==> src/rv_pkg.sv <==
package rv_pkg;

    localparam int XLEN       = 32;    // data path width
    localparam int REG_COUNT  = 32;    // x0..x31
    localparam int IMEM_DEPTH = 1024;  // words
    localparam int DMEM_DEPTH = 256;   // words

    // major opcodes, bits 6:0
    localparam logic [6:0] OPC_OP_IMM = 7'b001_0011;
    localparam logic [6:0] OPC_OP     = 7'b011_0011;
    localparam logic [6:0] OPC_LOAD   = 7'b000_0011;
    localparam logic [6:0] OPC_STORE  = 7'b010_0011;

    // funct3, bits 14:12
    localparam logic [2:0] F3_ADD_SUB = 3'b000;
    localparam logic [2:0] F3_XOR     = 3'b100;
    localparam logic [2:0] F3_OR      = 3'b110;
    localparam logic [2:0] F3_AND     = 3'b111;
    localparam logic [2:0] F3_WORD    = 3'b010;  // lw / sw only, no byte or half

    localparam logic [6:0] F7_SUB = 7'b010_0000;  // funct7 for sub, zero means add

    typedef logic [XLEN-1:0] word_t;       // register, memory and instruction word
    typedef logic [XLEN-1:0] pc_t;         // byte address of the fetch
    typedef logic [4:0]      reg_idx_t;    // rs1 / rs2 / rd
    typedef logic [9:0]      imem_addr_t;  // pc[11:2]
    typedef logic [7:0]      dmem_addr_t;  // effective address [9:2]

    typedef enum logic [2:0] {
        alu_add,
        alu_sub,
        alu_and,
        alu_or,
        alu_xor
    } alu_op_e;

    // boot sequencer states
    typedef enum logic [1:0] {
        ld_idle,   // waiting for a word or for start
        ld_write,  // imem write cycle
        ld_ack,    // ack held until req drops
        ld_run     // core running, left only by reset
    } loader_state_e;

endpackage
==> src/rv_core.sv <==
module rv_core
(
    input  logic               clk,
    input  logic               rst,
    input  logic               run,
    output rv_pkg::imem_addr_t imem_addr,
    input  rv_pkg::word_t      instr,
    output rv_pkg::dmem_addr_t dmem_addr,
    output logic               dmem_we,
    output rv_pkg::word_t      dmem_wdata,
    input  rv_pkg::word_t      dmem_rdata,
    output logic               retire_valid,
    output rv_pkg::pc_t        retire_pc,
    output rv_pkg::word_t      retire_instr,
    output logic               retire_illegal,
    output logic               retire_rd_we,
    output rv_pkg::reg_idx_t   retire_rd,
    output rv_pkg::word_t      retire_rd_data,
    output logic               retire_st_we,
    output rv_pkg::dmem_addr_t retire_st_addr,
    output rv_pkg::word_t      retire_st_data
);

    rv_pkg::pc_t      pc;
    rv_pkg::reg_idx_t rs1;
    rv_pkg::reg_idx_t rs2;
    rv_pkg::reg_idx_t rd;
    rv_pkg::word_t    imm;
    logic             use_imm;
    rv_pkg::alu_op_e  alu_op;
    logic             rd_we;
    logic             mem_read;
    logic             mem_write;
    logic             illegal;
    rv_pkg::word_t    rs1_data;
    rv_pkg::word_t    rs2_data;
    rv_pkg::word_t    alu_b;
    rv_pkg::word_t    alu_result;
    rv_pkg::word_t    wb_data;
    logic             reg_we;

    instruction_decoder instruction_decoder_inst
    (
        .instr     (instr),
        .rs1       (rs1),
        .rs2       (rs2),
        .rd        (rd),
        .imm       (imm),
        .use_imm   (use_imm),
        .alu_op    (alu_op),
        .rd_we     (rd_we),
        .mem_read  (mem_read),
        .mem_write (mem_write),
        .illegal   (illegal)
    );

    register_file register_file_inst
    (
        .clk      (clk),
        .rst      (rst),
        .rs1      (rs1),
        .rs2      (rs2),
        .rs1_data (rs1_data),
        .rs2_data (rs2_data),
        .we       (reg_we),
        .rd       (rd),
        .rd_data  (wb_data)
    );

    assign alu_b = use_imm ? imm : rs2_data;

    always_comb
    begin
        case (alu_op)
            rv_pkg::alu_sub: alu_result = rs1_data - alu_b;
            rv_pkg::alu_and: alu_result = rs1_data & alu_b;
            rv_pkg::alu_or:  alu_result = rs1_data | alu_b;
            rv_pkg::alu_xor: alu_result = rs1_data ^ alu_b;
            default:         alu_result = rs1_data + alu_b;  // add, lw, sw
        endcase
    end

    assign wb_data = mem_read ? dmem_rdata : alu_result;  // load or alu
    assign reg_we  = run && rd_we;                        // nothing commits while loading

    assign imem_addr  = pc[11:2];
    assign dmem_addr  = alu_result[9:2];  // effective address, word granular
    assign dmem_we    = run && mem_write;
    assign dmem_wdata = rs2_data;

    // linear fetch, wraps after the last imem word
    always_ff @(posedge clk)
    begin
        if (rst)
            pc <= '0;
        else if (run)
            pc <= (pc + 32'd4) & 32'h0000_0fff;
    end

    // trace control bits
    always_ff @(posedge clk)
    begin
        if (rst)
        begin
            retire_valid <= 1'b0;
            retire_rd_we <= 1'b0;
            retire_st_we <= 1'b0;
        end
        else
        begin
            retire_valid <= run;
            retire_rd_we <= reg_we && rd != '0;  // x0 target shows no write
            retire_st_we <= dmem_we;
        end
    end

    // trace payload, qualified by the bits above
    always_ff @(posedge clk)
    begin
        retire_pc      <= pc;
        retire_instr   <= instr;
        retire_illegal <= illegal;
        retire_rd      <= rd;
        retire_rd_data <= wb_data;
        retire_st_addr <= dmem_addr;
        retire_st_data <= rs2_data;
    end

    // fetch address stays on a word boundary
    assert property (@(posedge clk) disable iff (rst) pc[1:0] == 2'b00);

endmodule

==> src/instruction_decoder.sv <==
module instruction_decoder
(
    input  rv_pkg::word_t    instr,
    output rv_pkg::reg_idx_t rs1,
    output rv_pkg::reg_idx_t rs2,
    output rv_pkg::reg_idx_t rd,
    output rv_pkg::word_t    imm,
    output logic             use_imm,   // alu b from imm, not rs2
    output rv_pkg::alu_op_e  alu_op,
    output logic             rd_we,
    output logic             mem_read,
    output logic             mem_write,
    output logic             illegal
);

    logic [6:0] opcode;
    logic [2:0] funct3;
    logic [6:0] funct7;
    rv_pkg::word_t imm_i;
    rv_pkg::word_t imm_s;

    assign opcode = instr[6:0];
    assign funct3 = instr[14:12];
    assign funct7 = instr[31:25];
    assign rd     = instr[11:7];
    assign rs1    = instr[19:15];
    assign rs2    = instr[24:20];

    assign imm_i = {{20{instr[31]}}, instr[31:20]};               // sign extended
    assign imm_s = {{20{instr[31]}}, instr[31:25], instr[11:7]};  // split field for sw

    assign imm = (opcode == rv_pkg::OPC_STORE) ? imm_s : imm_i;

    always_comb
    begin
        use_imm   = 1'b1;
        alu_op    = rv_pkg::alu_add;  // address calc default
        rd_we     = 1'b0;
        mem_read  = 1'b0;
        mem_write = 1'b0;
        illegal   = 1'b0;
        case (opcode)
            rv_pkg::OPC_OP_IMM:
            begin
                rd_we = 1'b1;
                case (funct3)
                    rv_pkg::F3_ADD_SUB: alu_op = rv_pkg::alu_add;  // addi, no subi
                    rv_pkg::F3_XOR:     alu_op = rv_pkg::alu_xor;
                    rv_pkg::F3_OR:      alu_op = rv_pkg::alu_or;
                    rv_pkg::F3_AND:     alu_op = rv_pkg::alu_and;
                    default:            illegal = 1'b1;  // slti, shifts etc
                endcase
            end
            rv_pkg::OPC_OP:
            begin
                use_imm = 1'b0;
                rd_we   = 1'b1;
                if (funct7 == rv_pkg::F7_SUB && funct3 == rv_pkg::F3_ADD_SUB)
                    alu_op = rv_pkg::alu_sub;
                else if (funct7 != '0)
                    illegal = 1'b1;   // sra and friends, not supported
                else
                begin
                    case (funct3)
                        rv_pkg::F3_ADD_SUB: alu_op = rv_pkg::alu_add;
                        rv_pkg::F3_XOR:     alu_op = rv_pkg::alu_xor;
                        rv_pkg::F3_OR:      alu_op = rv_pkg::alu_or;
                        rv_pkg::F3_AND:     alu_op = rv_pkg::alu_and;
                        default:            illegal = 1'b1;
                    endcase
                end
            end
            rv_pkg::OPC_LOAD:
            begin
                rd_we    = 1'b1;
                mem_read = 1'b1;
                illegal  = (funct3 != rv_pkg::F3_WORD);  // lw only
            end
            rv_pkg::OPC_STORE:
            begin
                mem_write = 1'b1;
                illegal   = (funct3 != rv_pkg::F3_WORD);  // sw only
            end
            default: illegal = 1'b1;  // includes the all-zero word
        endcase

        // illegal retires as a no-op
        if (illegal)
        begin
            rd_we     = 1'b0;
            mem_read  = 1'b0;
            mem_write = 1'b0;
        end
    end

    always_comb
    begin
        assert (!(mem_read && mem_write));
    end

endmodule

==> src/register_file.sv <==
module register_file
(
    input  logic             clk,
    input  logic             rst,
    input  rv_pkg::reg_idx_t rs1,
    input  rv_pkg::reg_idx_t rs2,
    output rv_pkg::word_t    rs1_data,
    output rv_pkg::word_t    rs2_data,
    input  logic             we,
    input  rv_pkg::reg_idx_t rd,
    input  rv_pkg::word_t    rd_data
);

    rv_pkg::word_t regs [0:rv_pkg::REG_COUNT-1];

    always_ff @(posedge clk)
    begin
        if (rst)
        begin
            for (int i = 0; i < rv_pkg::REG_COUNT; i++)
            begin
                regs[i] <= '0;  // architectural state starts at zero
            end
        end
        else if (we && rd != '0)  // x0 writes dropped
        begin
            regs[rd] <= rd_data;
        end
    end

    // x0 forced on the read side too
    assign rs1_data = (rs1 == '0) ? '0 : regs[rs1];
    assign rs2_data = (rs2 == '0) ? '0 : regs[rs2];

    // x0 must never pick up a value
    assert property (@(posedge clk) disable iff (rst) regs[0] == '0);

endmodule

==> config.mk <==
export PLATFORM = sky130hd
export DESIGN_NAME = rv_core
export DESIGN_NICKNAME = d
export VERILOG_FILES = /design/src/rv_pkg.sv /design/src/rv_core.sv /design/src/instruction_decoder.sv /design/src/register_file.sv
export SDC_FILE = /design/constraint.sdc
export NUM_CORES = 2
export LEC_CHECK = 0
export ABC_CLOCK_PERIOD_IN_PS = 11560
export BUFFER_PORTS_ARGS = -buffer_cell sky130_fd_sc_hd__buf_4
export CAP_MARGIN = 5
export CORE_MARGIN = 2
export CORE_UTILIZATION = 35
export DETAILED_ROUTE_END_ITERATION = 10
export SLEW_MARGIN = 20
export SYNTH_ARGS = -nofsm -noshare
export SYNTH_HDL_FRONTEND = slang
export SYNTH_HIERARCHICAL = 1
export SYNTH_SLANG_ARGS = --single-unit
==> constraint.sdc <==
create_clock -name clk -period 11.56 [get_ports clk]
set_clock_uncertainty 0.1 [all_clocks]
set_input_delay 2.89 -clock clk [delete_from_list [all_inputs] [get_ports clk]]
set_output_delay 2.89 -clock clk [all_outputs]
set_load 0.02 [all_outputs]
# [Word level (Yosys, flattened, before mapping)]
# Memories as Yosys holds them, arrays and structs flattened.
# Index checks and enable logic that the tools add are counted.
[totals] register_bits=137 mem_bits_rw=1024 input_bits=67 word_cells=72 memories=1
[mem_list] name="register_file_inst.regs" words=32 word_bits=32 rd=2 rd_ports_with_merged_regs=0 wr=32 line="register_file.sv:14" rtl="rv_pkg::word_t regs [0:rv_pkg::REG_COUNT-1];"
[classes] add_sub_neg=3 n_eq_ne=13 n_mux=28 bitwise_logic=3 n_reduce_logical=13
[ops] operator="two-way mux 32 bit" count=5
[ops] operator="one-hot mux 32 bit (4 select lines)" count=1
[ops] operator="adder 32 bit" count=1
[ops] operator="bitwise AND 32 bit" count=1
[ops] operator="OR 32 bit" count=1
[ops] operator="OR reduction 32 bit" count=1
[ops] operator="subtractor 32 bit" count=1
[ops] operator="bitwise XOR 32 bit" count=1
[ops] operator="equality test 7 x 6 -> 1 bit (second input constant)" count=3
[ops] operator="two-way mux 1 bit" count=15
[ops] operator="adder 12 x 3 -> 12 bit (second input constant)" count=1
[ops] operator="equality test 3 bit (second input constant)" count=4
[ops] operator="zero test 5 bit" count=2
[ops] operator="two-way mux 5 bit" count=2
[ops] operator="one-hot mux 3 bit (3 select lines)" count=1
[ops] operator="equality test 7 x 2 -> 1 bit (second input constant)" count=1
[ops] operator="equality test 7 x 5 -> 1 bit (second input constant)" count=1
[ops] operator="nonzero test 7 bit" count=1
[ops] operator="equality test 3 x 2 -> 1 bit (second input constant)" count=2
[ops] operator="two-way mux 3 bit" count=2
[ops] operator="one-hot mux 3 bit (2 select lines)" count=1
[ops] operator="nonzero test 5 bit" count=1
[ops] operator="logical AND 1 bit" count=4
[ops] operator="OR reduction 4 bit" count=1
[ops] operator="6 further kinds" count=6

# [Logic depth before layout (Yosys ltp)]
[logic_depth] depth_word=14 ltp_mapped=31

# [Hierarchy]
# Netlist, hierarchy kept.
[by_module_without_submodules] mod="register_file" instances=1 cells_each=3502 area_per_inst_um2=54253.3 seq_area_each_um2=30749.5
[by_module_without_submodules] mod="rv_core" instances=1 cells_each=931 area_per_inst_um2=8137.8 seq_area_each_um2=2662.6
[by_module_without_submodules] mod="instruction_decoder" instances=1 cells_each=82 area_per_inst_um2=596.8 seq_area_each_um2=0.0

# [Worst setup path after synthesis]
# Ideal clock, no wire load.
[synth_path] path_kind="input port to output port" from="in instr[22]" to="out dmem_addr[7]" arrival_ns=7.562 required_ns=8.570 slack_ns=1.008 cell_stages=19 path_buffers=4 cell_sequence="buf_4 buf_2 or3b_2 clkbuf_1 buf_1 o22ai_1 a2111oi_1 nor3_1 mux2i_1 ha_1 o21ai_0 nand2_1 xnor2_1 ha_1 o2111ai_1 a311o_1 and2b_1 xor2_1 a221oi_1"
[synth_via] elab_chain_cells=5 elab_cells_between_ends=11 cone_classes="add/sub: 2; mux: 4; bitwise: 3; reduce/logical: 1; memory: 1"
[synth_rtl] element="from (decl)" line="rv_core.sv:7" rtl="input rv_pkg::word_t instr,"
[synth_rtl] element="memory read (32 x 32 bit) or zero test 5 bit (tied branches)"
[synth_rtl] element="two-way mux 32 bit *" line="register_file.sv:33" rtl="assign rs2_data = (rs2 == '0) ? '0 : regs[rs2];"
[synth_rtl] element="via dmem_wdata[1]" line="rv_core.sv:10" rtl="output rv_pkg::word_t dmem_wdata,"
[synth_rtl] element="two-way mux 32 bit *" line="rv_core.sv:70" rtl="assign alu_b = use_imm ? imm : rs2_data;"
[synth_rtl] element="adder 32 bit or subtractor 32 bit (tied branches)" line="rv_core.sv:79, rv_core.sv:75"
[synth_rtl] element="one-hot mux 32 bit (4 select lines) *" line="rv_core.sv:74" rtl="case (alu_op)"
[synth_rtl] element="to (decl)" line="rv_core.sv:8" rtl="output rv_pkg::dmem_addr_t dmem_addr,"
# The timed path passes the listed nets; every way through them passes the cells marked *.

# [Worst setup path in the final report]
[layout_path] from="in instr[20]" to="out dmem_addr[6]"
[layout_via] elab_chain_cells=5 elab_cells_between_ends=11 cone_classes="add/sub: 2; mux: 4; bitwise: 3; reduce/logical: 1; memory: 1"
[layout_rtl] element="memory read (32 x 32 bit) or zero test 5 bit (tied branches)"
[layout_rtl] element="two-way mux 32 bit" line="register_file.sv:33"
[layout_rtl] element="two-way mux 32 bit *" line="rv_core.sv:70"
[layout_rtl] element="adder 32 bit, or another cell as far along" line="rv_core.sv:79" rtl="default: alu_result = rs1_data + alu_b;"
[layout_rtl] element="one-hot mux 32 bit (4 select lines) *" line="rv_core.sv:74"
# Mark *: on every way between the ends. The rest lies on a longest branch, timed or not.

==> summary by stage <==
Clocking
The clock sink count is 1157. The maximum count of clock buffers along a single path is 3. Gates resized during post-CTS repair numbered 0. The depth of the CTS H-tree is 4. The tree is rooted in a sky130_fd_sc_hd__clkbuf_16. The total of hold buffers inserted after clock tree synthesis is 0.

The clock input transition at the sequential cells of the worst setup and hold paths is 0.06 ns. In this run, CTS created clock tree buffers numbering ~140. The CTS tree is yes. The number of setup buffers added after CTS is 0. The later pin in the worst-skew pair is clocked with a latency of approximately 0.8 ns.

Floorplan
The count of pins on the block boundary is 263. The die covers 183000 sq um. The number of cell rows is between 150 and 200. The floorplan die width is 428 um.

The die boundary height is 428 um. The initial utilization of the core area, before any placement, comes to a little over a third. The core region is about 180000 sq um.

Place
In this run the tool buffered the top-level ports with 240 buffer cells. At the end of routability-driven placement, the weighted congestion stood at between 0.9 and 1. The total placed instance area is 67600 sq um.

The post-placement worst setup slack is 0.522 ns. Summed over all nets, the half-perimeter wirelength after detailed placement is 141000 um.

Yosys
The share of the Yosys chip area taken by registers is roughly 53%. After synthesis the netlist holds a flip-flop and latch count of 1157. The flip-flop cell with the highest count after synthesis is sky130_fd_sc_hd__edfxtp_1. The number of instances in the synthesized netlist is 4515. The Yosys warning count is 6.

For this run, asynchronously set or reset flops after synthesis account for 0%. After synthesis, the share of cell area in mux cells is a little over a fifth. Yosys mapped a number of flops with a built-in enable equal to around 1000. After Yosys synthesis, XOR and XNOR cells account for less than 1% of the synthesized area. Summing the areas of all compound-gate instances in the mapped netlist gives 5.31% of the synthesized area.

Summing the areas of all and, or, nand and nor instances in the mapped netlist gives 13.5% of the synthesized area. The count of unique library cells instantiated by Yosys is roughly 80. The dominant combinational cell family by area after synthesis is multiplexers. The arithmetic-cell share of the synthesized area counting full adders, half adders and majority gates is ~2.0%.

The average instance in the mapped netlist occupies 14.0 sq um. The area of the mapped netlist is 63000 sq um.

Power
The power per cell area is 155 nW/um^2. The worst vdd rail ir drop is roughly 0.0002 V. The analysis attributes to cell leakage a power of 26.7 nW.

Critical path
The start-to-end type of the worst setup path is primary input to output port. The endpoint kind of the worst setup timing path is an output port. The reg-to-reg setup timing slack is 4.26 ns. The reg-to-reg critical path endpoint is register_file_inst/regs[30][30]. In this run the worst setup path begins at instr[20]. The startpoint kind of the worst setup timing path is a primary input. The critical-path maximum fanout is 19. Data on the critical path arrives at its endpoint at slightly above 8 ns. STA puts the critical path data required time at 8.57 ns. The critical register-to-register path startpoint is register_file_inst/regs[31][4]. The depth of the worst register-to-register path is 22.

Route
The total iterations of the first detailed-routing run is 6. The detailed router placed 42100 vias in this run. The total routed wirelength is 219000 um. The DRC violation total after the first TritonRoute iteration is 5501. The detail-routed net length per standard cell is 30.7 um. The post-route DRC violation count is 0. The routed via count divided by cell count is between 5 and 6.

The remaining number of nets flagged by the antenna check after routing is 0.

STA
The total count of hold-check failures in the final report is 0. The clock period minus final worst setup slack is about 11 ns. After routing, the total negative slack on setup checks comes to 0 ns. The relative slew slack is about 12%. The number of max-slew violations in the final report is 0. Setup repair after global routing left no endpoint under its margin.

Across all setup checks in the final design, the least slack found is ~0.40 ns. Setup violations remaining at the end of the flow were counted as 0. The highest clock rate is 89.6 MHz. The worst path uses 96.6% of the clock period. At the pin with the least slew margin, the transition time is between 1 and 1.5 ns.

Global route
For this run, the total global-route usage over all layers was measured as 23.4%. Entering global routing, the biggest net connects 98 pins. The number of global-route vias before repair came to 42000. Summed over all layers, the global routing overflow is 0. The initial antenna violation count is 13.

The first global-routing pass estimated 311000 um of wire.

Finish
The fill cell total of the finished layout is ~16000. Summing all multi-input logic gate instances after layout gives around 27000 sq um. Summing all flip-flop and latch instances after layout gives 33400 sq um. The share of layout cells above drive strength 1 is 27.1%. The layout overhead on the synthesized area is 14.0%. The net count of the finished layout is 4841.

Summing all non-filler instances in the final layout gives an area of approximately 72000 sq um.

Worst hold path
The path category of the worst min-delay check is flop to flop. The end point of the most critical hold path is retire_pc[11]. The cell count of the worst hold path is 0. The startpoint of the worst hold path is pc[11].

Job
Max-cap violations in this run came to 0.

Run status
The run finished with clean final reports.
## stage by stage
step	cells	total power [mW]	hold WS [ns]	utilization, %
after CTS	7138	11.2	0.298	40.2
after detailed placement	6893	7.09	0.285	37.8
final	7142	11.1	0.289	40.2
after floorplan	4567	6.15	0.356	-
after global placement	6893	7.07	0.282	37.8
after global routing	7140	11.5	0.306	40.2
## cell usage after synthesis, types with 78 or more instances
cell,instances,share of area (%)
sky130_fd_sc_hd__and2_1,1001,9.9
sky130_fd_sc_hd__dfxtp_1,133,4.2
sky130_fd_sc_hd__edfxtp_1,1024,49
sky130_fd_sc_hd__buf_4,102,1.2
sky130_fd_sc_hd__nor2_1,98,0.58
sky130_fd_sc_hd__clkbuf_1,303,1.8
sky130_fd_sc_hd__mux2i_1,186,3.0
sky130_fd_sc_hd__mux4_2,472,17
sky130_fd_sc_hd__ha_1,97,1.9
sky130_fd_sc_hd__a21oi_1,78,0.62
sky130_fd_sc_hd__o22ai_1,104,1.0
sky130_fd_sc_hd__nand2_1,94,0.56
sky130_fd_sc_hd__inv_1,87,0.52
## how the worst max path moves through the flow
| stage | to |
|---|---|
| 3_5_place_dp | dmem_addr[7] |
| 2_1_floorplan | dmem_addr[7] |
| 3_3_place_gp | register_file_inst/regs[21][24] |
| 4_1_cts | dmem_addr[7] |
| 6_report | dmem_addr[6] |
| 5_1_grt | dmem_addr[6] |
## kinds of logic after synthesis
| logic type | Yosys count |
|---|---|
| xor+xnor | 61 |
| simple gates | 1432 |
| buf+inv | 579 |
| mux | 714 |
| fa+ha+maj | 98 |
| flops | 1157 |
| other cells | 2 |
| compound gates | 472 |
## flip-flops by register name, summed over array words and instances, names as in the netlist
register,count
retire_st_addr,8
retire_st_we,1
retire_rd_data,32
retire_rd_we,1
register_file_inst/regs,1024
retire_instr,32
retire_pc,10
retire_valid,1
retire_rd,5
pc,10
retire_illegal,1
retire_st_data,32
## power breakdown
part           switching, mW  internal (mW)  total, mW
sequential             0.111           4.76       4.87
combinational           1.42          0.717       2.14
clock                   1.77           2.34       4.11
## placed cells by master (no fill, tap or decap), types with 68 or more instances in the layout
| master | count |
|---|---|
| sky130_fd_sc_hd__edfxtp_1 | 1024 |
| sky130_fd_sc_hd__and2_1 | 1000 |
| sky130_fd_sc_hd__mux4_2 | 472 |
| sky130_fd_sc_hd__buf_4 | 448 |
| sky130_fd_sc_hd__mux2i_1 | 186 |
| sky130_fd_sc_hd__clkbuf_16 | 141 |
| sky130_fd_sc_hd__dfxtp_1 | 133 |
| sky130_fd_sc_hd__o22ai_1 | 104 |
| sky130_fd_sc_hd__ha_1 | 97 |
| sky130_fd_sc_hd__nand2_1 | 94 |
| sky130_fd_sc_hd__inv_1 | 87 |
| sky130_fd_sc_hd__a21oi_1 | 76 |
| sky130_fd_sc_hd__nor3_1 | 68 |
## worst max-delay path, stage by stage
cell and delay, ns:
sky130_fd_sc_hd__buf_8 0.23, sky130_fd_sc_hd__buf_12 0.23, sky130_fd_sc_hd__mux4_2 0.52, sky130_fd_sc_hd__a22o_1 0.26
sky130_fd_sc_hd__a2111oi_1 0.68, sky130_fd_sc_hd__nor3_1 0.28, sky130_fd_sc_hd__mux2i_1 0.29, sky130_fd_sc_hd__ha_1 0.24
sky130_fd_sc_hd__o21ai_0 0.09, sky130_fd_sc_hd__nand2_1 0.09, sky130_fd_sc_hd__xnor2_1 0.14, sky130_fd_sc_hd__ha_1 0.31
sky130_fd_sc_hd__a21oi_1 0.37, sky130_fd_sc_hd__o21ai_0 0.17, sky130_fd_sc_hd__a21oi_1 0.25, sky130_fd_sc_hd__o21bai_1 0.10
sky130_fd_sc_hd__a21oi_1 0.23, sky130_fd_sc_hd__xnor2_1 0.20, sky130_fd_sc_hd__nor2_1 0.14, sky130_fd_sc_hd__nor2_1 0.20
sky130_fd_sc_hd__buf_4 0.18
## routing by layer
layer	wire [um]	GRT usage, %	part of all wire (%)
met1	84700	30.8	39
met2	102000	37.4	47
met4	10900	11.0	5.0
met5	0	0	0
met3	21300	4.55	9.7
## cell type report
cell class / instances / area share [%]
diodes: 4 / 0.0139
clock buffers: 180 / 5.20
clock inverters: 65 / 0.633
inverters: 88 / 0.460
multi-input cells: 2831 / 38.0
flip-flops and latches: 1157 / 46.5
well taps: 2355 / 4.10
repair buffers: 462 / 5.03
(Power assumes the default switching activity.)
