File: src/rv_pkg.sv
package rv_pkg;

    localparam int XLEN       = 32;    // data path width
    localparam int REG_COUNT  = 32;    // x0..x31
    localparam int IMEM_DEPTH = 1024;  // words
    localparam int DMEM_DEPTH = 256;   // words

    // major opcodes, bits 6:0
    localparam logic [6:0] OPC_OP_IMM = 7'b001_0011;
    localparam logic [6:0] OPC_OP     = 7'b011_0011;
    localparam logic [6:0] OPC_LOAD   = 7'b000_0011;
    localparam logic [6:0] OPC_STORE  = 7'b010_0011;

    // funct3, bits 14:12
    localparam logic [2:0] F3_ADD_SUB = 3'b000;
    localparam logic [2:0] F3_XOR     = 3'b100;
    localparam logic [2:0] F3_OR      = 3'b110;
    localparam logic [2:0] F3_AND     = 3'b111;
    localparam logic [2:0] F3_WORD    = 3'b010;  // lw / sw only, no byte or half

    localparam logic [6:0] F7_SUB = 7'b010_0000;  // funct7 for sub, zero means add

    typedef logic [XLEN-1:0] word_t;       // register, memory and instruction word
    typedef logic [XLEN-1:0] pc_t;         // byte address of the fetch
    typedef logic [4:0]      reg_idx_t;    // rs1 / rs2 / rd
    typedef logic [9:0]      imem_addr_t;  // pc[11:2]
    typedef logic [7:0]      dmem_addr_t;  // effective address [9:2]

    typedef enum logic [2:0] {
        alu_add,
        alu_sub,
        alu_and,
        alu_or,
        alu_xor
    } alu_op_e;

    // boot sequencer states
    typedef enum logic [1:0] {
        ld_idle,   // waiting for a word or for start
        ld_write,  // imem write cycle
        ld_ack,    // ack held until req drops
        ld_run     // core running, left only by reset
    } loader_state_e;

endpackage
File: src/program_loader.sv
module program_loader
(
    input  logic               clk,
    input  logic               rst,
    input  logic               load_req,
    input  rv_pkg::imem_addr_t load_addr,
    input  rv_pkg::word_t      load_data,
    output logic               load_ack,
    input  logic               start,
    output logic               imem_we,
    output rv_pkg::imem_addr_t imem_waddr,
    output rv_pkg::word_t      imem_wdata,
    output logic               run
);

    rv_pkg::loader_state_e state;
    rv_pkg::imem_addr_t    waddr_q;  // captured with req
    rv_pkg::word_t         wdata_q;

    always_ff @(posedge clk)
    begin
        if (rst)
        begin
            state <= rv_pkg::ld_idle;
        end
        else
        begin
            case (state)
                rv_pkg::ld_idle:
                begin
                    if (start)
                        state <= rv_pkg::ld_run;    // start wins over a pending req
                    else if (load_req)
                        state <= rv_pkg::ld_write;
                end
                rv_pkg::ld_write: state <= rv_pkg::ld_ack;  // word lands this edge
                rv_pkg::ld_ack:
                begin
                    if (!load_req)
                        state <= rv_pkg::ld_idle;   // phase 4, ack drops next cycle
                end
                default: state <= rv_pkg::ld_run;   // run until reset
            endcase
        end
    end

    // payload capture on req
    always_ff @(posedge clk)
    begin
        if (state == rv_pkg::ld_idle && load_req)
        begin
            waddr_q <= load_addr;
            wdata_q <= load_data;
        end
    end

    assign imem_we    = (state == rv_pkg::ld_write);  // single write per handshake
    assign imem_waddr = waddr_q;
    assign imem_wdata = wdata_q;
    assign load_ack   = (state == rv_pkg::ld_ack);
    assign run        = (state == rv_pkg::ld_run);

    // run is sticky and the load port goes quiet for good
    assert property (@(posedge clk) disable iff (rst) run |=> run && !load_ack);

    // driver must hold the word it offered until ack is seen
    assert property (@(posedge clk) disable iff (rst)
        load_req && load_ack |-> $stable(load_addr) && load_addr == waddr_q);

endmodule

File: config.mk
export PLATFORM = sky130hd
export DESIGN_NAME = program_loader
export DESIGN_NICKNAME = d
export VERILOG_FILES = /design/src/rv_pkg.sv /design/src/program_loader.sv
export SDC_FILE = /design/constraint.sdc
export NUM_CORES = 1
export LEC_CHECK = 0
export BUFFER_PORTS_ARGS = -buffer_cell sky130_fd_sc_hd__buf_2
export CAP_MARGIN = 10
export CORE_MARGIN = 5
export CORE_UTILIZATION = 37
export DETAILED_ROUTE_END_ITERATION = 8
export PLACE_DENSITY = 0.8
export SETUP_SLACK_MARGIN = 0.05
export SLEW_MARGIN = 30
export SYNTH_ARGS = -nofsm -noshare
export SYNTH_HDL_FRONTEND = slang
export SYNTH_SLANG_ARGS = --single-unit
File: constraint.sdc
create_clock -name clk -period 1.8 [get_ports clk]
set_clock_uncertainty 0.2 [all_clocks]
set_input_delay 0.27 -clock clk [delete_from_list [all_inputs] [get_ports clk]]
set_output_delay 0.27 -clock clk [all_outputs]
set_load 0.02 [all_outputs]
* Word level (Yosys, flattened, before mapping) *
Cells that the tools add are included.

storage, ports and cells
  flip-flop bits (word level) = 44
  input bits = 46
  output and inout bits = 45
  logic and storage cells = 15

operators by class
  eq/ne operators = 5
  mux-type cells = 4
  reductions and logical operators = 3

operator list
  operator                                                          count
  2-bit 2-to-1 mux                                                  3
  2-bit case mux with 3 select lines                                1
  2-bit == test (second input constant)                             2
  3-bit != test (second input constant)                             1
  2-bit by 1-bit == test with 1-bit output (second input constant)  1
  2-bit zero test                                                   1
  2-bit != test (second input constant)                             1
  2-bit AND reduction                                               1
  1-bit logical AND                                                 1

* Depth between registers and ports, before layout *
Gate-level depths: netlist (run 1).

  depth in word-level cells = 3
  mapped depth = 5
  gate-level depth less buffers = 5

* Least setup slack after synthesis (run 1) *
No wires, ideal clock.

  path type = reg-to-reg
  from = register state[0]
  to = register waddr_q[0] (netlist: imem_waddr[0]) (enable)
  data arrival time = 1.176 ns
  required time = 1.220 ns
  slack = 0.044 ns
  stages on the path, launching flop included = 4
  path through = dfxtp_1 > inv_1 > ha_1 > and2_2

on the way
  word-level cells in the longest chain between the ends = 2

ends and longest elaborated chain
  item                    line                  text
  start, declared         program_loader.sv:16  rv_pkg::loader_state_e state;
  start signal, assigned  program_loader.sv:24  state <= rv_pkg::ld_idle;
  start signal, assigned  program_loader.sv:32  state <= rv_pkg::ld_run;
  start signal, assigned  program_loader.sv:34  state <= rv_pkg::ld_write;
  2-bit zero test         program_loader.sv:50  if (state == rv_pkg::ld_idle && load_req)
  1-bit logical AND       program_loader.sv:50
  end signal, assigned    program_loader.sv:52  waddr_q <= load_addr;
  end, declared           program_loader.sv:17  rv_pkg::imem_addr_t waddr_q;

Every way passes these cells.
A chain may end at the register's enable or synchronous reset.

* Worst setup path in the final report (run 1) *
  from = register state[0]
  to = output port load_ack

on the way
  word-level cells in the longest chain between the ends = 1

ends and longest elaborated chain
  item           line                  text
  2-bit == test  program_loader.sv:60  assign load_ack = (state == rv_pkg::ld_ack);
  end, declared  program_loader.sv:8   output logic load_ack,

Every way passes these cells.

==> results_dict.tcl, run 1 <==
set metrics [dict create \
    status "finished, final reports clean" \
    worst-endpoint-arrival_ns 1.14 \
    cts_buffer_depth 2 \
    synthFlopType "edfxtp_1" \
    chipHeight_um 72.4 \
    yosys.area_share.adder_pct 4.34 \
    timing_worst_slew_pin_value_ns 0.195 \
    required_worst_endpoint_ns 1.33 \
    detail_route.first_pass.iterations 4 \
    fin_area_um2 2480 \
    port_buffers 90 \
    worstSetupStartpointType "flop" \
    syn_nets 112 \
    cp-end-kind "output pin" \
    clk_pin_slew_ns 0.07 \
    worstHoldPathType "primary input to flop" \
    floorplan.die.width_um 72.4 \
    placement_rows 22 \
    synth_commonest_cells "edfxtp_1, ha_1, nor2_1" \
    placeableCoreArea_um2 3720 \
    grt_antenna_before_repair 0 \
    areaGrowthSynthToFinish_pct 72.5 \
    largest_family_of_logic_cells_by_synthesized_area "adder cells" \
    cts_tree "done" \
    synth_compound_gate_area_share_pct 1.39 \
    vias_per_cell 4.35 \
    power.static_leakage_nw 1.07 \
    fmax_ghz 0.620 \
    timing.critical_path.slowest_cell_delay_ns 0.36 \
    yosys.area_share.simple_pct 1.82 \
    cts_made_buffers 5 \
    ys_ff_latch 44 \
    place.detailed.hpwl_um 2690 \
    synth_enable_flop_cells 42 \
    post_synth_instance_area_um2 1440 \
    ctsResizeCount 0 \
    synth_top_cells_by_area "edfxtp_1, ha_1, dfxtp_1, mux2_2, nor2_1" \
    layout_min_cycle_time_ns 1.61 \
    num-nets-final 253 \
    pre_cts_slack_ns 0.218 \
    drv_cap 0 \
    syn_avg_cell_area_um2 23.6 \
    number_of_instances_in_the_synthesized_netlist 61 \
    fin_total_pwr_mw 3.00 \
    post_drt_wl_per_cell_um 17.1 \
    yosys.area.top_type "edfxtp_1" \
    grt_start_max_net_pins 27 \
    dr_total_vias 1091 \
    synthMuxAreaShare_pct 1.56 \
    yosys.area.top_type_share_pct 87.6 \
    finalHoldViolations 0 \
    path_class "flop to output pin" \
    grt_pass1_wl_um 6330 \
    worst_ir_drop_vdd_mv 0.482 \
    drc_errors 0 \
    detail-route-antenna-nets 0 \
    timing.max_slew.rel_slack_pct 86.9 \
    layout_setup_ws_ns 0.187 \
    cts.sink_count 44 \
    cts_root_buf "clkbuf_8" \
    report.final.setup_viol 0 \
    grt_pass1_vias 1187 \
    post_synth_num_cell_types 9 \
    layout.filler_cells 248 \
    gp_routability_congestion 0.814 \
    first_iter_violations 37 \
    global_route.overflow_total 0 \
    power_density_nw_per_um2 1210 \
    num_io_pins 91 \
    post_route_cells_drive_above_1_share_pct 50.2 \
    initial_utilization_pct 38.8 \
    timing.critical_path.fanout_max 4 \
    most_common_cell_in_the_netlist "edfxtp_1" \
    final.setup.tns_ns 0 \
    critical_path.cell_chain "inv_1 -> ha_1 -> buf_2" \
    drv_slew 0 \
    detail_route.wirelength_um 4300 \
    timing.final.crit_share_pct 89.6 \
    postPlaceCellArea_um2 1980 \
    area_enclosed_by_the_die_boundary_um2 5240 \
    synth_xor_xnor_area_share_pct 0 \
    worstSkewPairLatency_ns 0.27 \
    finalCoreUtilization_pct 66.8 \
    synth-seq-area-share_pct 90.4 \
    slowest_stage "dfxtp_1" \
    yosysWarningCount 0 \
    gr-usage-all-layers_pct 16.9 \
    n_antenna_cell 0 \
    htree_num_levels 2 \
    ys_async_sr_fraction_pct 0 \
    rsz0062_at_grt "no" \
]
what timing repair did:
action | in CTS | in global routing
buffers inserted | 0 | 0
hold buffers | 42 | 0
endpoints found under the setup margin | 0 | 0
endpoints found under the hold margin | 42 | 0
placed cells by master (no fill, tap or decap), drive strengths merged:
cell and instances:
a211oi 1, a22oi 1, and2 1, buf 92, clkbuf 6, clkinv 1
clkinvlp 1, dfxtp 2, dlygate4sd3 42, edfxtp 42, ha 5, inv 2
mux2 2, nor2 5
registers in the layout, indices dropped and copies added (netlist names):
name / cells
imem_waddr: 10
imem_wdata: 32
state: 2
logic make-up (layout without fill, tap and decap cells):
family	after synthesis	count (layout)
compound gates	2	2
fa+ha+maj	5	5
buf+inv	2	144
flops	44	44
mux	2	2
simple gates	6	6
report_power, final:
part | internal (mW) | switching, mW | leakage [nW] | total [mW]
sequential | 1.41 | 0.0773 | 0.413 | 1.49
clock | 0.269 | 0.290 | 0.0388 | 0.558
combinational | 0.353 | 0.596 | 0.618 | 0.949
total | 2.03 | 0.963 | 1.07 | 3.00
final timing paths:
path | from | endpoint | slack (ns) | depth (start not counted)
worst max-delay path | state[0] | load_ack | 0.19 | 3
worst min-delay path | rst | state[0] | 0.18 | 3
worst max register to register | state[1] | imem_waddr[8] | 0.21 | 4
worst min register to register | state[0] | state[0] | 0.57 | 3
stage by stage:
step / hold WS (ns) / std cells
finish: 0.176 / 251
global route: 0.181 / 251
CTS: 0.168 / 251
detailed placement: 0.248 / 201
global placement: 0.248 / 201
floorplan: 0.169 / 61
area by class of cell:
class,instances,area (um2),area share (%)
clock inverters,2,11.3,0.453
inverters,2,7.51,0.302
multi-input cells,15,133,5.34
flip-flops and latches,44,1300,52.4
repair buffers,134,898,36.2
well taps,48,60.1,2.42
clock buffers,6,72.6,2.92
worst max-delay path, delay by kind of cell, from the launching register on:
| family | cells | cell delay (ns) |
|---|---|---|
| adders and majority gates | 1 | 0.24 |
| buffers and inverters | 2 | 0.27 |
| DFF | 1 | 0.36 |
layer usage:
layer / global-route usage, % / vias to the layer above / wire [um]
met1: 15.4 / 510 / 1400
met3: 4.29 / 6 / 438
met4: 7.17 / 0 / 80
met5: 0 / - / 0
li1: - / 513 / -
met2: 34.1 / 62 / 2380
Power figures use the tool's default switching activity.
==> run 2: changes to the inputs <==
--- a/config.mk
+++ b/config.mk
@@ -5,8 +5,8 @@
 export SDC_FILE = /design/constraint.sdc
 export NUM_CORES = 1
 export LEC_CHECK = 0
+export ABC_AREA = 1
 export BUFFER_PORTS_ARGS = -buffer_cell sky130_fd_sc_hd__buf_2
-export CAP_MARGIN = 10
 export CORE_MARGIN = 5
 export CORE_UTILIZATION = 37
 export DETAILED_ROUTE_END_ITERATION = 8
==> run 2 against run 1 <==
Die area up 1.5%. Critical endpoint unchanged. Cell count grew 3.6%. Highest routed layer unchanged. Maximum frequency up 3.6%. Sequential share of layout area fell by 0.63 points. Wire length shrank 18%. Register-to-register slack better by 0.14 ns. Sequential power hardly changed. Count of clock-buffer cells in the layout is 1 higher. Synthesized cell count grew 13%. First-iteration DRC count up 86%. Combinational power grew 5.3%.
==> results_dict.tcl, run 2 <==
set metrics [dict create \
    status "finished, final reports clean" \
    detail_route.first_pass.iterations 4 \
    timing.rr.start "state[0]" \
    mostFrequentLayoutCells "buf_2, dlygate4sd3_1, edfxtp_1, nand2_1, clkbuf_8" \
    synthMuxAreaShare_pct 0 \
    path_class "flop to output pin" \
    ctsResizeCount 0 \
    yosys.area_share.adder_pct 4.27 \
    worstHoldPathType "primary input to flop" \
    worst_ir_drop_vdd_mv 0.866 \
    routedLengthMet1_um 1180 \
    area_enclosed_by_the_die_boundary_um2 5320 \
    cts_tree "done" \
    initial_utilization_pct 39.1 \
    synth_commonest_cells "edfxtp_1, nand2_1, ha_1, inv_1, nor2_1" \
    floorplan.die.width_um 72.9 \
    fin_area_um2 2520 \
    power_density_nw_per_um2 1210 \
    cp-end-kind "output pin" \
    first_iter_violations 69 \
    cts_root_buf "clkbuf_8" \
    worst-endpoint-arrival_ns 1.09 \
    number_of_flip_flops_under_the_largest_register_name 32 \
    hold_path.startpoint "rst" \
    layout_commonest_cell "buf_2" \
    num-nets-final 261 \
    syn_avg_cell_area_um2 21.2 \
    most_common_cell_in_the_netlist "edfxtp_1" \
    grt_antenna_before_repair 0 \
    yosys.area.top_type_share_pct 86.1 \
    syn_nets 120 \
    dr_total_vias 1076 \
    postPlaceCellArea_um2 2020 \
    yosys.area.top_type "edfxtp_1" \
    chipHeight_um 72.9 \
    synthFlopType "edfxtp_1" \
    cts.sink_count 44 \
    gr-usage-all-layers_pct 14.1 \
    route.met2.wl_um 1990 \
    drv_cap 0 \
    port_buffers 90 \
    worstSetupStartpointType "flop" \
    cts_made_buffers 5 \
    synth_enable_flop_cells 42 \
    placement_rows 22 \
    drv_slew 0 \
    ys_ff_latch 44 \
    post_synth_num_cell_types 11 \
    timing.max_slew.rel_slack_pct 86.9 \
    timing_worst_slew_pin_value_ns 0.196 \
    worstSkewPairLatency_ns 0.28 \
    fmax_ghz 0.643 \
    post_route_cells_drive_above_1_share_pct 51.2 \
    gp_routability_congestion 0.710 \
    report.final.setup_viol 0 \
    synth-seq-area-share_pct 88.8 \
    final.setup.tns_ns 0 \
    vias_per_cell 4.14 \
    dr.max_layer_used "met4" \
    grt_pass1_vias 1196 \
    cts_buffer_depth 2 \
    post_drt_wl_per_cell_um 13.6 \
    rsz0062_at_grt "no" \
    htree_num_levels 2 \
    placeableCoreArea_um2 3740 \
    timing.final.crit_share_pct 86.5 \
    grt_start_max_net_pins 27 \
    yosysWarningCount 0 \
    areaGrowthSynthToFinish_pct 72.2 \
    cts_stage_hold_buffer_count 42 \
    layout_min_cycle_time_ns 1.56 \
    num_io_pins 91 \
    synth_xor_xnor_area_share_pct 0 \
    ys_async_sr_fraction_pct 0 \
    finalHoldViolations 0 \
    number_of_instances_in_the_synthesized_netlist 69 \
    post_synth_instance_area_um2 1470 \
    clk_pin_slew_ns 0.07 \
    routed-wl-met3_um 294 \
    drc_errors 0 \
    grt_pass1_wl_um 5500 \
    synth_top_cells_by_area "edfxtp_1, ha_1, dfxtp_1, nand2_1, bufinv_8" \
    hold_ws_ns 0.0196 \
    largest_family_of_logic_cells_by_synthesized_area "simple AND/OR/NAND/NOR gates" \
    power.static_leakage_nw 1.09 \
    detail_route.wirelength_um 3520 \
    startpoint "state[0]" \
    synth_compound_gate_area_share_pct 0.342 \
    required_worst_endpoint_ns 1.33 \
    place.detailed.hpwl_um 2340 \
    detail-route-antenna-nets 0 \
    setup_repair_bufs_after_cts 0 \
    global_route.overflow_total 0 \
    timing.critical_path.fanout_max 4 \
    yosys.area_share.simple_pct 4.61 \
]
run 2: cell types whose count changed after synthesis, moves of 2 or more:
cell and delta:
nand2_1 +7, mux2_2 -2, nand2_2 +2, nor2_1 -2, nor2_2 +2
run 2: path summary, 6_finish.rpt:
check / endpoint / slack [ns] / depth (start not counted)
max reg2reg: imem_wdata[12] / 0.35 / 5
max: load_ack / 0.24 / 3
min: state[0] / 0.02 / 4
min reg2reg: state[0] / 0.33 / 2
run 2: report_power, final:
part / internal (mW) / switching (mW) / total (mW)
Combinational: 0.370 / 0.629 / 0.999
Clock: 0.270 / 0.285 / 0.555
Sequential: 1.42 / 0.0741 / 1.49
run 2: final cells by class:
cell class / count / area (um2)
flip-flops and latches: 44 / 1310
fillers: 284 / 1220
repair buffers: 134 / 898
multi-input cells: 21 / 150
clock buffers: 7 / 76.3
well taps: 48 / 60.1
inverters: 4 / 26.3
clock inverters: 1 / 3.75
diodes: 1 / 2.50
run 2: critical path, stage by stage, from the launching register on:
cell     delay, ns
dfxtp_2       0.36
inv_2         0.07
ha_1          0.22
buf_2         0.16
run 2: layer usage:
layer	up-vias	GRT usage (%)
li1	533	-
met1	484	13.8
met2	52	26.1
met3	7	5.10
met4	0	6.35
met5	-	0
run 2: through the flow:
stage          setup slack [ns]  utilization [%]  total power [mW]  instances
2_1_floorplan            0.0101                -              2.10         69
4_1_cts                   0.230             67.3              3.08        259
6_report                  0.244             67.4              3.05        260
5_1_grt                   0.185             67.3              3.22        259
3_3_place_gp              0.385             54.0              2.42        209
3_5_place_dp              0.361             54.0              2.46        209
run 2: logic make-up after synthesis:
group | after synthesis
adder cells (fa/ha/maj) | 5
AND/OR/NAND/NOR | 15
flip-flops | 44
buffers and inverters | 4
AO/OA/AOI/OAI | 1
==> run 3: changes to the inputs <==
--- a/config.mk
+++ b/config.mk
@@ -6,11 +6,11 @@
 export NUM_CORES = 1
 export LEC_CHECK = 0
 export ABC_AREA = 1
-export BUFFER_PORTS_ARGS = -buffer_cell sky130_fd_sc_hd__buf_2
 export CORE_MARGIN = 5
-export CORE_UTILIZATION = 37
+export CORE_UTILIZATION = 54
 export DETAILED_ROUTE_END_ITERATION = 8
-export PLACE_DENSITY = 0.8
+export DONT_BUFFER_PORTS = 1
+export PLACE_DENSITY = 0.78
 export SETUP_SLACK_MARGIN = 0.05
 export SLEW_MARGIN = 30
 export SYNTH_ARGS = -nofsm -noshare
==> run 3 against run 2 <==
Utilization grew 13 points. Combinational power decreased by 51%. Setup slack better by 0.014 ns. Non-clock buffer count decreased by 88. Wire length down 8.8%. Final area down 19%.
==> results_dict.tcl, run 3 (same netlist as run 2, synthesis figures left out) <==
set metrics [dict create \
    vias_per_cell 5.03 \
    required_worst_endpoint_ns 1.33 \
    htree_num_levels 2 \
    cts_buffer_depth 2 \
    final.setup.tns_ns 0 \
    cts.sink_count 44 \
    regToRegEndpoint "state[1]" \
    gp_routability_congestion 0.670 \
    timing_worst_slew_pin_value_ns 0.259 \
    cts_tree "done" \
    port_buffers 0 \
    worst-endpoint-arrival_ns 1.07 \
    hold_path.startpoint "load_req" \
    grt_pass1_wl_um 4220 \
    chipHeight_um 62.1 \
    n_antenna_cell 0 \
    cts_made_buffers 5 \
    dr_total_vias 769 \
    timing.max_slew.rel_slack_pct 82.7 \
    finalHoldViolations 0 \
    grt_pass1_vias 806 \
    power_frac_clock_pct 15.9 \
    timing.rr.start "state[0]" \
    hold_ws_ns 0.0461 \
    global_route.overflow_total 0 \
    hold-path-endpoint "state[0]" \
    number_of_flip_flops_under_the_largest_register_name 32 \
    setup.reg_to_reg.worst_slack_ns 0.35 \
    pre_cts_slack_ns 0.378 \
    worstSkewPairLatency_ns 0.32 \
    layout_min_cycle_time_ns 1.54 \
    num-nets-final 173 \
    gr-usage-all-layers_pct 16.7 \
    mostFrequentLayoutCells "dlygate4sd3_1, edfxtp_1, nand2_1, clkbuf_4, ha_1" \
    worst_ir_drop_vdd_mv 1.03 \
    first_iter_violations 16 \
    switching_share_pct 34.3 \
    cp-end-kind "output pin" \
    status "finished, final reports clean" \
    grt_antenna_before_repair 0 \
    power_density_nw_per_um2 1330 \
    initial_utilization_pct 57.6 \
    fmax_ghz 0.649 \
    power.static_leakage_nw 0.727 \
    clk_pin_slew_ns 0.11 \
    timing.final.crit_share_pct 85.7 \
    internal-power_mw 1.79 \
    timing.reg2reg.worst_path_depth 6 \
    layout_setup_ws_ns 0.258 \
    layout.filler_cells 137 \
    drc_errors 0 \
    hold-path-cell-count 3 \
    floorplan.die.width_um 62.1 \
    num_io_pins 91 \
    worstHoldPathType "primary input to flop" \
    layout_commonest_cell "dlygate4sd3_1" \
    post_drt_wl_per_cell_um 21.0 \
    detail-route-antenna-nets 0 \
    path_class "flop to output pin" \
    detail_route.wirelength_um 3210 \
    timing.critical_path.fanout_max 4 \
    rsz0062_at_grt "no" \
    placement_rows 18 \
    grt_start_max_net_pins 43 \
    placeableCoreArea_um2 2540 \
    post_route_cells_drive_above_1_share_pct 14.6 \
    area_enclosed_by_the_die_boundary_um2 3860 \
    drv_cap 0 \
    detail_route.first_pass.iterations 4 \
    areaGrowthSynthToFinish_pct 39.5 \
    cts_root_buf "clkbuf_4" \
    combPwrFrac_pct 18.1 \
    report.final.setup_viol 0 \
    drv_slew 0 \
    seq_power_share_pct 66.1 \
    power.net_switching_uw 935 \
    worstSetupStartpointType "flop" \
]
==> run 3: repair_timing <==
item	CTS	global route
resized for setup	0	0
hold buffers	45	0
setup buffers	0	0
endpoints found under the hold margin	44	0
==> run 3: cell type report <==
| class | count | area [um2] | share of cell area [%] |
|---|---|---|---|
| Sequential cell | 44 | 1310 | 63.9 |
| Timing Repair Buffer | 46 | 470 | 23.0 |
| Multi-Input combinational cell | 21 | 150 | 7.35 |
| Clock buffer | 6 | 41.3 | 2.02 |
| Tap cell | 30 | 37.5 | 1.84 |
| Inverter | 4 | 26.3 | 1.29 |
| Clock inverter | 2 | 11.3 | 0.551 |
==> run 3: how the worst max path moves through the flow <==
stage | from | endpoint | slack [ns] | cells after the start
detailed placement | state[1] | imem_waddr[2] | 0.38 | 5
global route | state[0] | load_ack | 0.19 | 2
floorplan | state[1] | imem_waddr[0] | 0.01 | 4
CTS | state[0] | load_ack | 0.24 | 2
finish | state[0] | load_ack | 0.26 | 2
global placement | state[1] | imem_wdata[21] | 0.40 | 5
==> run 3: power groups by stage <==
stage	clock [mW]	sequential (mW)	combinational, mW
final	0.432	1.80	0.491
after global routing	0.504	1.83	0.537
after CTS	0.437	1.80	0.489
after detailed placement	0	1.82	0.408
after global placement	0	1.81	0.393
after floorplan	0	1.78	0.316
==> run 3: layer usage <==
metal	global-route usage (%)	part of all wire [%]	wire [um]	vias to the layer above
li1	-	-	-	358
met1	14.1	30	972	343
met2	31.1	53	1710	64
met3	10.3	15	498	4
met4	5.45	1.1	35	0
met5	0	0	0	-
==> run 3: stage by stage <==
step / area, um2 / power [mW] / util (%) / std cells
2_1_floorplan: 1480 / 2.10 / - / 69
4_1_cts: 2040 / 2.73 / 80.3 / 153
3_3_place_gp: 1540 / 2.21 / 60.5 / 100
6_report: 2040 / 2.72 / 80.3 / 153
3_5_place_dp: 1540 / 2.23 / 60.5 / 100
5_1_grt: 2040 / 2.87 / 80.3 / 153
==> run 3: critical path, cell delays in order, from the launching register on <==
cell	delay [ns]
dfxtp_2	0.36
inv_2	0.09
ha_1	0.30
